$ cat src/verilog/wb_pkg.sv
`default_nettype none

package wb_pkg;

    // ========================================================================
    // Bus geometry
    // ========================================================================
    localparam int WB_ADDR_W   = 32;
    localparam int WB_DATA_W   = 32;
    // Upper address half picks the slave
    localparam int WB_REGION_W = 16;

    // Slave regions, one per 64K window
    typedef enum logic [WB_REGION_W-1:0] {
        // I2C/SPI masters, not fitted in this build
        REGION_SI571   = 16'd1,
        REGION_AD9510  = 16'd2,
        REGION_EEPROM  = 16'd3,
        REGION_LM75    = 16'd4,
        // Card control and status
        REGION_FMC_CSR = 16'd5
    } wb_region_e;

endpackage

`default_nettype wire

$ cat src/verilog/fmc_pkg.sv
`default_nettype none

package fmc_pkg;

    // ========================================================================
    // ADC front end
    // ========================================================================
    localparam int ADC_CHANNELS = 4;
    localparam int ADC_SAMPLE_W = 16;
    localparam int DATA_WORD_W  = 32;
    // Overflow flag sits just above the sample
    localparam int DATA_OF_BIT  = 16;

    localparam logic [31:0] FIRMWARE_ID = 32'h01332A11;

    // Word offset comes from address bits 5..2
    localparam int CSR_REG_LSB = 2;

    typedef enum logic [3:0] {
        FMC_STATUS  = 4'd0,
        FW_ID       = 4'd1,
        TRIGGER     = 4'd2,
        ADC_CTRL    = 4'd3,
        CLK_DISTRIB = 4'd4,
        MONITOR     = 4'd5,
        FPGA_CTRL   = 4'd6,
        DATA0       = 4'd7,
        DATA1       = 4'd8,
        DATA2       = 4'd9,
        DATA3       = 4'd10
    } csr_reg_e;

    // ========================================================================
    // Register bit positions
    // ========================================================================
    localparam int STATUS_PRSNT_BIT     = 0;
    localparam int STATUS_PG_BIT        = 1;
    localparam int TRIG_DIR_BIT         = 0;
    localparam int TRIG_TERM_BIT        = 1;
    localparam int TRIG_VAL_BIT         = 2;
    localparam int ADC_RAND_BIT         = 0;
    localparam int ADC_DITH_BIT         = 1;
    localparam int ADC_SHDN_BIT         = 2;
    localparam int ADC_PGA_BIT          = 3;
    localparam int CLK_SI571_OE_BIT     = 0;
    localparam int CLK_PLL_FUNC_BIT     = 1;
    // Read only
    localparam int CLK_PLL_STATUS_BIT   = 2;
    localparam int CLK_SEL_BIT          = 3;
    // Read only
    localparam int MON_TEMP_ALARM_BIT   = 0;
    localparam int MON_LED1_BIT         = 1;
    localparam int MON_LED2_BIT         = 2;
    localparam int MON_LED3_BIT         = 3;
    localparam int FPGA_CAPTURE_CLR_BIT = 0;

endpackage

`default_nettype wire

$ cat src/verilog/wb_addr_decode.sv
`default_nettype none

module wb_addr_decode (
    input  wire                             wb_clk_i,
    input  wire                             rst_n_i,
    input  wire                             wb_cyc_i,
    input  wire                             wb_stb_i,
    // Region field only
    input  wire [wb_pkg::WB_REGION_W-1:0]   wb_adr_i,
    input  wire                             csr_ack_i,
    input  wire [wb_pkg::WB_DATA_W-1:0]     csr_dat_i,
    output logic                            csr_stb_o,
    output logic                            wb_ack_o,
    output logic                            wb_err_o,
    output logic [wb_pkg::WB_DATA_W-1:0]    wb_dat_o
);

    import wb_pkg::*;

    wb_region_e region;
    logic       bus_req;
    logic       csr_hit;
    logic       err_q;

    assign region  = wb_region_e'(wb_adr_i);
    assign bus_req = wb_cyc_i && wb_stb_i;

    // ========================================================================
    // Region match
    // ========================================================================
    always_comb begin
        case (region)
            REGION_FMC_CSR: begin
                csr_hit = 1'b1;
            end
            // Serial bus masters removed, these fall into the error path
            REGION_SI571, REGION_AD9510, REGION_EEPROM, REGION_LM75: begin
                csr_hit = 1'b0;
            end
            default: begin
                csr_hit = 1'b0;
            end
        endcase
    end

    assign csr_stb_o = bus_req && csr_hit;

    // Error pulse for anything not mapped
    // Held strobe must not raise a second pulse
    always_ff @(posedge wb_clk_i) begin
        if (!rst_n_i) begin
            err_q <= 1'b0;
        end else begin
            err_q <= bus_req && !csr_hit && !err_q;
        end
    end

    assign wb_err_o = err_q;

    // Single live slave, ack passes straight through
    assign wb_ack_o = csr_ack_i;
    // Quiet data bus outside the ack cycle
    assign wb_dat_o = csr_ack_i ? csr_dat_i : '0;

endmodule

`default_nettype wire

$ cat src/verilog/adc_capture.sv
`default_nettype none

module adc_capture (
    input  wire                                                    wb_clk_i,
    input  wire                                                    rst_n_i,
    input  wire [fmc_pkg::ADC_CHANNELS-1:0][fmc_pkg::ADC_SAMPLE_W-1:0] adc_data_i,
    input  wire [fmc_pkg::ADC_CHANNELS-1:0]                        adc_of_i,
    input  wire                                                    adc_valid_i,
    input  wire                                                    capture_clr_i,
    output logic [fmc_pkg::ADC_CHANNELS-1:0][fmc_pkg::DATA_WORD_W-1:0] data_words_o
);

    import fmc_pkg::*;

    logic [ADC_CHANNELS-1:0][DATA_WORD_W-1:0] word_next;

    // ========================================================================
    // Word packing
    // ========================================================================
    // Sample in the low half, overflow at DATA_OF_BIT, rest zero
    always_comb begin
        for (int ch = 0; ch < ADC_CHANNELS; ch++) begin
            word_next[ch]                     = '0;
            word_next[ch][ADC_SAMPLE_W-1:0]   = adc_data_i[ch];
            word_next[ch][DATA_OF_BIT]        = adc_of_i[ch];
        end
    end

    // Clear wins over a sample in the same cycle
    always_ff @(posedge wb_clk_i) begin
        if (!rst_n_i || capture_clr_i) begin
            data_words_o <= '0;
        end else if (adc_valid_i) begin
            data_words_o <= word_next;
        end
    end

endmodule

`default_nettype wire

$ cat src/verilog/fmc_csr.sv
`default_nettype none

module fmc_csr (
    input  wire                                   wb_clk_i,
    input  wire                                   rst_n_i,
    // Bus slave side
    input  wire                                   csr_stb_i,
    input  wire                                   wb_we_i,
    input  wire fmc_pkg::csr_reg_e                wb_reg_i,
    input  wire [wb_pkg::WB_DATA_W-1:0]           wb_dat_i,
    output logic                                  csr_ack_o,
    output logic [wb_pkg::WB_DATA_W-1:0]          csr_dat_o,
    // Card status
    input  wire                                   fmc_prsnt_i,
    input  wire                                   fmc_pg_m2c_i,
    input  wire                                   fmc_pll_status_i,
    input  wire                                   fmc_temp_alarm_i,
    input  wire                                   fmc_trig_val_i,
    // Captured samples
    input  wire [fmc_pkg::ADC_CHANNELS-1:0][fmc_pkg::DATA_WORD_W-1:0] data_words_i,
    // Trigger
    output logic                                  fmc_trig_dir_o,
    output logic                                  fmc_trig_term_o,
    output logic                                  fmc_trig_val_o,
    // ADC control pins
    output logic                                  fmc_adc_rand_o,
    output logic                                  fmc_adc_dith_o,
    output logic                                  fmc_adc_shdn_o,
    output logic                                  fmc_adc_pga_o,
    // Clock distribution
    output logic                                  fmc_si571_oe_o,
    output logic                                  fmc_pll_function_o,
    output logic                                  fmc_clk_sel_o,
    // LEDs
    output logic                                  fmc_led1_o,
    output logic                                  fmc_led2_o,
    output logic                                  fmc_led3_o,
    output logic                                  board_led1_o,
    output logic                                  board_led2_o,
    output logic                                  board_led3_o,
    output logic                                  capture_clr_o
);

    import wb_pkg::*;
    import fmc_pkg::*;

    logic                 ack_q;
    logic                 wr_en;
    logic [WB_DATA_W-1:0] rd_data;
    logic [WB_DATA_W-1:0] dat_q;
    logic                 trig_dir_q;
    logic                 trig_term_q;
    logic                 trig_val_q;
    logic                 adc_rand_q;
    logic                 adc_dith_q;
    logic                 adc_shdn_q;
    logic                 adc_pga_q;
    logic                 si571_oe_q;
    logic                 pll_func_q;
    logic                 clk_sel_q;
    logic                 led1_q;
    logic                 led2_q;
    logic                 led3_q;
    logic                 capture_clr_q;

    // ========================================================================
    // Handshake
    // ========================================================================
    // New access only when not already answering the held strobe
    assign wr_en = csr_stb_i && wb_we_i && !ack_q;

    always_ff @(posedge wb_clk_i) begin
        if (!rst_n_i) begin
            ack_q <= 1'b0;
        end else begin
            ack_q <= csr_stb_i && !ack_q;
        end
    end

    // Read data lands together with the ack
    always_ff @(posedge wb_clk_i) begin
        if (csr_stb_i && !ack_q) begin
            dat_q <= rd_data;
        end
    end

    // ========================================================================
    // Control registers
    // ========================================================================
    always_ff @(posedge wb_clk_i) begin
        if (!rst_n_i) begin
            trig_dir_q    <= 1'b0;
            trig_term_q   <= 1'b0;
            trig_val_q    <= 1'b0;
            adc_rand_q    <= 1'b0;
            adc_dith_q    <= 1'b0;
            adc_shdn_q    <= 1'b0;
            adc_pga_q     <= 1'b0;
            si571_oe_q    <= 1'b0;
            pll_func_q    <= 1'b0;
            clk_sel_q     <= 1'b0;
            led1_q        <= 1'b0;
            led2_q        <= 1'b0;
            led3_q        <= 1'b0;
            capture_clr_q <= 1'b0;
        end else begin
            // Self-clearing, one cycle wide
            capture_clr_q <= wr_en && (wb_reg_i == FPGA_CTRL)
                             && wb_dat_i[FPGA_CAPTURE_CLR_BIT];
            if (wr_en) begin
                case (wb_reg_i)
                    TRIGGER: begin
                        trig_dir_q  <= wb_dat_i[TRIG_DIR_BIT];
                        trig_term_q <= wb_dat_i[TRIG_TERM_BIT];
                        trig_val_q  <= wb_dat_i[TRIG_VAL_BIT];
                    end
                    ADC_CTRL: begin
                        adc_rand_q <= wb_dat_i[ADC_RAND_BIT];
                        adc_dith_q <= wb_dat_i[ADC_DITH_BIT];
                        adc_shdn_q <= wb_dat_i[ADC_SHDN_BIT];
                        adc_pga_q  <= wb_dat_i[ADC_PGA_BIT];
                    end
                    CLK_DISTRIB: begin
                        si571_oe_q <= wb_dat_i[CLK_SI571_OE_BIT];
                        pll_func_q <= wb_dat_i[CLK_PLL_FUNC_BIT];
                        clk_sel_q  <= wb_dat_i[CLK_SEL_BIT];
                    end
                    MONITOR: begin
                        led1_q <= wb_dat_i[MON_LED1_BIT];
                        led2_q <= wb_dat_i[MON_LED2_BIT];
                        led3_q <= wb_dat_i[MON_LED3_BIT];
                    end
                    // Status, id and data words are read only
                    default: begin
                    end
                endcase
            end
        end
    end

    // ========================================================================
    // Read mux
    // ========================================================================
    always_comb begin
        rd_data = '0;
        case (wb_reg_i)
            FMC_STATUS: begin
                rd_data[STATUS_PRSNT_BIT] = fmc_prsnt_i;
                rd_data[STATUS_PG_BIT]    = fmc_pg_m2c_i;
            end
            FW_ID: rd_data = FIRMWARE_ID;
            TRIGGER: begin
                rd_data[TRIG_DIR_BIT]  = trig_dir_q;
                rd_data[TRIG_TERM_BIT] = trig_term_q;
                rd_data[TRIG_VAL_BIT]  = trig_val_q;
            end
            ADC_CTRL: begin
                rd_data[ADC_RAND_BIT] = adc_rand_q;
                rd_data[ADC_DITH_BIT] = adc_dith_q;
                rd_data[ADC_SHDN_BIT] = adc_shdn_q;
                rd_data[ADC_PGA_BIT]  = adc_pga_q;
            end
            CLK_DISTRIB: begin
                rd_data[CLK_SI571_OE_BIT]   = si571_oe_q;
                rd_data[CLK_PLL_FUNC_BIT]   = pll_func_q;
                rd_data[CLK_PLL_STATUS_BIT] = fmc_pll_status_i;
                rd_data[CLK_SEL_BIT]        = clk_sel_q;
            end
            MONITOR: begin
                rd_data[MON_TEMP_ALARM_BIT] = fmc_temp_alarm_i;
                rd_data[MON_LED1_BIT]       = led1_q;
                rd_data[MON_LED2_BIT]       = led2_q;
                rd_data[MON_LED3_BIT]       = led3_q;
            end
            DATA0: rd_data = data_words_i[0];
            DATA1: rd_data = data_words_i[1];
            DATA2: rd_data = data_words_i[2];
            DATA3: rd_data = data_words_i[3];
            // FPGA_CTRL and holes above DATA3 read zero
            default: rd_data = '0;
        endcase
    end

    assign csr_ack_o = ack_q;
    assign csr_dat_o = dat_q;

    assign fmc_trig_dir_o     = trig_dir_q;
    assign fmc_trig_term_o    = trig_term_q;
    assign fmc_trig_val_o     = trig_val_q;
    assign fmc_adc_rand_o     = adc_rand_q;
    assign fmc_adc_dith_o     = adc_dith_q;
    assign fmc_adc_shdn_o     = adc_shdn_q;
    assign fmc_adc_pga_o      = adc_pga_q;
    assign fmc_si571_oe_o     = si571_oe_q;
    assign fmc_pll_function_o = pll_func_q;
    assign fmc_clk_sel_o      = clk_sel_q;
    assign capture_clr_o      = capture_clr_q;

    // LED1 on the card also blinks with the incoming trigger
    assign fmc_led1_o   = led1_q || fmc_trig_val_i;
    assign fmc_led2_o   = led2_q;
    assign fmc_led3_o   = led3_q;
    // Board LEDs show the register bits only
    assign board_led1_o = led1_q;
    assign board_led2_o = led2_q;
    assign board_led3_o = led3_q;

endmodule

`default_nettype wire

$ cat src/verilog/fmc_adc_top.sv
`default_nettype none

module fmc_adc_top (
    input  wire                                   wb_clk_i,
    input  wire                                   rst_n_i,
    // Bus from the external master
    input  wire                                   wb_cyc_i,
    input  wire                                   wb_stb_i,
    input  wire                                   wb_we_i,
    input  wire [wb_pkg::WB_ADDR_W-1:0]           wb_adr_i,
    input  wire [wb_pkg::WB_DATA_W-1:0]           wb_dat_i,
    output logic [wb_pkg::WB_DATA_W-1:0]          wb_dat_o,
    output logic                                  wb_ack_o,
    output logic                                  wb_err_o,
    // ADC samples, already in the bus clock domain
    input  wire [fmc_pkg::ADC_CHANNELS-1:0][fmc_pkg::ADC_SAMPLE_W-1:0] adc_data_i,
    input  wire [fmc_pkg::ADC_CHANNELS-1:0]       adc_of_i,
    input  wire                                   adc_valid_i,
    // Card status
    input  wire                                   fmc_prsnt_i,
    input  wire                                   fmc_pg_m2c_i,
    input  wire                                   fmc_pll_status_i,
    input  wire                                   fmc_temp_alarm_i,
    input  wire                                   fmc_trig_val_i,
    // Card control
    output logic                                  fmc_trig_dir_o,
    output logic                                  fmc_trig_term_o,
    output logic                                  fmc_trig_val_o,
    output logic                                  fmc_adc_rand_o,
    output logic                                  fmc_adc_dith_o,
    output logic                                  fmc_adc_shdn_o,
    output logic                                  fmc_adc_pga_o,
    output logic                                  fmc_si571_oe_o,
    output logic                                  fmc_pll_function_o,
    output logic                                  fmc_clk_sel_o,
    output logic                                  fmc_led1_o,
    output logic                                  fmc_led2_o,
    output logic                                  fmc_led3_o,
    output logic                                  board_led1_o,
    output logic                                  board_led2_o,
    output logic                                  board_led3_o
);

    import wb_pkg::*;
    import fmc_pkg::*;

    logic                                     csr_stb;
    logic                                     csr_ack;
    logic [WB_DATA_W-1:0]                     csr_dat;
    logic                                     capture_clr;
    logic [ADC_CHANNELS-1:0][DATA_WORD_W-1:0] data_words;

    // ========================================================================
    // Region decode
    // ========================================================================
    wb_addr_decode i_addr_decode (
        .wb_clk_i  (wb_clk_i),
        .rst_n_i   (rst_n_i),
        .wb_cyc_i  (wb_cyc_i),
        .wb_stb_i  (wb_stb_i),
        .wb_adr_i  (wb_adr_i[WB_ADDR_W-1 -: WB_REGION_W]),
        .csr_ack_i (csr_ack),
        .csr_dat_i (csr_dat),
        .csr_stb_o (csr_stb),
        .wb_ack_o  (wb_ack_o),
        .wb_err_o  (wb_err_o),
        .wb_dat_o  (wb_dat_o)
    );

    // Card registers at region 5
    fmc_csr i_fmc_csr (
        .wb_clk_i           (wb_clk_i),
        .rst_n_i            (rst_n_i),
        .csr_stb_i          (csr_stb),
        .wb_we_i            (wb_we_i),
        .wb_reg_i           (csr_reg_e'(wb_adr_i[CSR_REG_LSB +: $bits(csr_reg_e)])),
        .wb_dat_i           (wb_dat_i),
        .csr_ack_o          (csr_ack),
        .csr_dat_o          (csr_dat),
        .fmc_prsnt_i        (fmc_prsnt_i),
        .fmc_pg_m2c_i       (fmc_pg_m2c_i),
        .fmc_pll_status_i   (fmc_pll_status_i),
        .fmc_temp_alarm_i   (fmc_temp_alarm_i),
        .fmc_trig_val_i     (fmc_trig_val_i),
        .data_words_i       (data_words),
        .fmc_trig_dir_o     (fmc_trig_dir_o),
        .fmc_trig_term_o    (fmc_trig_term_o),
        .fmc_trig_val_o     (fmc_trig_val_o),
        .fmc_adc_rand_o     (fmc_adc_rand_o),
        .fmc_adc_dith_o     (fmc_adc_dith_o),
        .fmc_adc_shdn_o     (fmc_adc_shdn_o),
        .fmc_adc_pga_o      (fmc_adc_pga_o),
        .fmc_si571_oe_o     (fmc_si571_oe_o),
        .fmc_pll_function_o (fmc_pll_function_o),
        .fmc_clk_sel_o      (fmc_clk_sel_o),
        .fmc_led1_o         (fmc_led1_o),
        .fmc_led2_o         (fmc_led2_o),
        .fmc_led3_o         (fmc_led3_o),
        .board_led1_o       (board_led1_o),
        .board_led2_o       (board_led2_o),
        .board_led3_o       (board_led3_o),
        .capture_clr_o      (capture_clr)
    );

    // Sample words for DATA0..DATA3
    adc_capture i_adc_capture (
        .wb_clk_i      (wb_clk_i),
        .rst_n_i       (rst_n_i),
        .adc_data_i    (adc_data_i),
        .adc_of_i      (adc_of_i),
        .adc_valid_i   (adc_valid_i),
        .capture_clr_i (capture_clr),
        .data_words_o  (data_words)
    );

endmodule

`default_nettype wire

$ cat config.mk
export PLATFORM = sky130hd
export DESIGN_NAME = fmc_adc_top
export DESIGN_NICKNAME = d
export VERILOG_FILES = /design/src/verilog/wb_pkg.sv /design/src/verilog/fmc_pkg.sv /design/src/verilog/wb_addr_decode.sv /design/src/verilog/adc_capture.sv /design/src/verilog/fmc_csr.sv /design/src/verilog/fmc_adc_top.sv
export SDC_FILE = /design/constraint.sdc
export NUM_CORES = 1
export LEC_CHECK = 0
export ABC_AREA = 1
export BUFFER_PORTS_ARGS = -buffer_cell sky130_fd_sc_hd__buf_4
export CORE_ASPECT_RATIO = 1.25
export CORE_MARGIN = 2
export CORE_UTILIZATION = 43
export DETAILED_ROUTE_END_ITERATION = 6
export PLACE_DENSITY = 0.86
export SYNTH_ARGS = -nofsm -noshare
export SYNTH_HDL_FRONTEND = slang
export SYNTH_SLANG_ARGS = --single-unit
$ cat constraint.sdc
create_clock -name wb_clk_i -period 2 [get_ports wb_clk_i]
set_input_delay 0 -clock wb_clk_i [delete_from_list [all_inputs] [get_ports wb_clk_i]]
set_output_delay 0 -clock wb_clk_i [all_outputs]
set_load 0.1 [all_outputs]
==> metrics.md <==
| Metric | Value |
|---|---|
| Synth area leader | `dfxtp_1` |
| Slew HR | `about three fifths` |
| First drt pass iteration count | `6` |
| Final TNS setup | `0 ns` |
| Critical path endpoint | `i_addr_decode.wb_err_o$_SDFF_PN0_` |
| TritonCTS Sinks | `a little over 100` |
| Most instantiated library cell after synthesis | `nand2_1` |
| CTS resizes | `0` |
| Via density | `a little under 5` |
| Critical Path Start | `wb_stb_i` |
| Hold WC Path Type | `primary input to flip-flop` |
| R2R Setup Slk | `0.40 ns` |
| Critical path endpoint category | `flip-flop` |
| Initial antenna violation count | `1` |
| WL per Instance | `~15 um` |
| Num CTS Buffers | `9` |
| Post-CTS Hold Fix Bufs | `76` |
| Status | `complete, no violations` |
| Top_reg_cell synth | `dfxtp_1` |
| FF-to-FF End | `i_fmc_csr.csr_dat_o[0]$_DFFE_PP_` |
| Clock transition at path regs | `~0.07 ns` |
| Clock latency on the worst-skew pair | `about 0.35 ns` |
| Nets@finish | `approximately 990` |
| Static Leak | `about 0.0031 uW` |
| Starting Density | `43.9%` |
| Mapped Area | `roughly 0.0046 mm^2` |
| Remaining DRCs | `0` |
| Top cells by area, synth | `dfxtp_1 36%, nand2_1 21%, edfxtp_1 12%` |
| Clock Tree Buf Depth | `2` |
| DRT Wirelength | `around 14 mm` |
| Seq cells post-synth | `~100` |
| Vias in the first global route | `4688` |
| Largest register by flop count | `i_adc_capture.data_words_o` |
| Yosys top cell area share | `36.2%` |
| Die X | `around 97 um` |
| FF-to-FF path depth | `5` |
| Worst Tran Pin Value | `0.627 ns` |
| Global-route wire length before repair | `around 23 mm` |
| GR Overflow Total | `0` |
| Post-DRT Antenna Nets | `0` |
| DPL Wire Length | `8.96 mm` |
| Max IR drop VDD | `between 0.5 and 0.6 mV` |
| Max_cap viols | `0` |
| Power Dens Cells | `slightly below 700 mW/mm^2` |
| Mapped Cells | `between 600 and 700` |
| R2r startpoint | `i_adc_capture.data_words_o[32]$_SDFFE_PP0P_` |
| Top cells by count, synth | `264 x nand2_1, 84 x dfxtp_1, 65 x nor2_1` |
| CP arrival | `between 1.5 and 2 ns` |
| Initial DRC Count | `342` |
| Via count | `between 4000 and 5000` |
| RSZ-0062 raised after global routing | `false` |
| Fin crit share | `between 80% and 90%` |
| Final Util | `around 64%` |
| Row count | `42` |
| Post-synth EDFFs | `18` |
| Setup crit start kind | `primary input` |
| Placer congestion estimate | `around 0.88` |
| Setup violators final | `0` |
| Worst EP required | `2.29 ns` |
| Fill cells | `around 880` |
| Ys Warns | `0` |
| Setup ws final | `between 0.3 and 0.4 ns` |
| I/O Buffers | `141` |
| Core area | `between 0.01 and 0.015 mm^2` |
| CTS tree | `done` |
| Max Slew Vio Count | `0` |
| Yosys cell types | `25` |
| Largest net degree at the start of global routing | `67` |
| Syn avg cell area | `approximately 7.2 um^2` |
| Worst slack, placed | `about 0.53 ns` |
| Critical path peak fanout | `2` |
| Critical path class | `primary input to flip-flop` |
| Post-CTS setup buffers | `0` |
| Io pins | `about 190` |
| Final Hold Vio Count | `0` |
| H-tree depth | `3` |
| Proportion of layout cells with a drive suffix above 1 | `22.3%` |
| Die Ht | `roughly 120 um` |
| Seq/Total Area, Yosys | `47.9%` |
| Highest clock rate | `604 MHz` |
| Max reg flops | `68` |
| Final min period | `around 1.7 ns` |
| Async S/R FF share, synth | `0%` |
| Root Driver | `clkbuf_16` |
| Final setup skew | `0.00847 ns` |
| Die footprint | `0.0116 mm^2` |
| Overall global routing resource usage | `approximately a quarter` |
| P&R area growth vs syn | `46.1%` |
[power breakdown]
| part | switching (uW) | internal (uW) |
|---|---|---|
| Combinational | 375 | 314 |
| Sequential | 41.2 | 2160 |
| Clock | 794 | 983 |
| Total | 1210 | 3460 |
[kinds of logic (layout without fill, tap and decap cells)]
family,after synthesis,count (layout),share of synthesized area [%]
other cells,1,12,0.0808
simple gates,370,370,31.8
buf+inv,95,288,9.76
flops,102,102,47.9
compound gates,80,80,10.5
[layer usage]
layer,GRT usage (%),vias to the layer above,wire length [um]
met3,4.83,36,816
met1,29.7,2188,5930
li1,-,2421,-
met2,42.9,200,7160
met4,9.33,0,394
met5,0,-,0
[critical path, stage by stage]
cell and delay, ns:
dlygate4sd3_1 0.53, buf_4 0.10, nand3_1 0.06, dlygate4sd3_1 0.55
nor3_1 0.12, dlygate4sd3_1 0.58
[layout make-up]
cell class | instances | area (um^2) | share of cell area (%)
inverter | 48 | 184 | 2.71
sequential | 102 | 2230 | 32.8
clock inverter | 6 | 68.8 | 1.02
tap | 132 | 165 | 2.44
antenna | 1 | 2.50 | 0.0369
clock buffer | 10 | 229 | 3.38
multi-input combinational | 461 | 2010 | 29.6
timing repair buffer | 224 | 1900 | 28.0
[through the flow]
step	hold WS (ns)	total power (uW)	cells	cell area, um^2
3_5_place_dp	0.272	2790	891	5720
6_report	0.0109	4670	984	6780
2_1_floorplan	0.119	2580	658	4690
4_1_cts	0.00927	4650	983	6780
5_1_grt	0.0497	4820	984	6780
3_3_place_gp	0.267	2790	891	5720
[worst min-delay path by stage]
stage | startpoint | to | slack [ns] | cells after the start
after floorplan | rst_n_i | i_fmc_csr.csr_ack_o$_SDFF_PN0_ | 0.12 | 2
after global placement | adc_of_i[0] | i_adc_capture.data_words_o[16]$_SDFFE_PP0P_ | 0.27 | 3
after detailed placement | adc_data_i[6] | i_adc_capture.data_words_o[6]$_SDFFE_PP0P_ | 0.27 | 3
after CTS | wb_dat_i[3] | i_fmc_csr.fmc_adc_pga_o$_SDFFE_PN0P_ | 0.009 | 5
after global routing | wb_dat_i[3] | i_fmc_csr.fmc_adc_pga_o$_SDFFE_PN0P_ | 0.05 | 5
final | wb_dat_i[3] | i_fmc_csr.board_led3_o$_SDFFE_PN0P_ | 0.01 | 5
[cells in the final DEF, fill, tap and decap left out, types with 3 or more instances in the layout]
master           n
nand3_1          9
buf_4          146
dlygate4sd3_1   76
clkbuf_16        9
nor2_1          64
clkinv_1         4
inv_1           42
dfxtp_1         83
a21oi_2         20
edfxtp_1        18
nand4_1         26
inv_6            3
conb_1          11
nor3_1           3
a21oi_1         55
nand2_1        264
No activity file was read; power rests on OpenSTA's default activity.
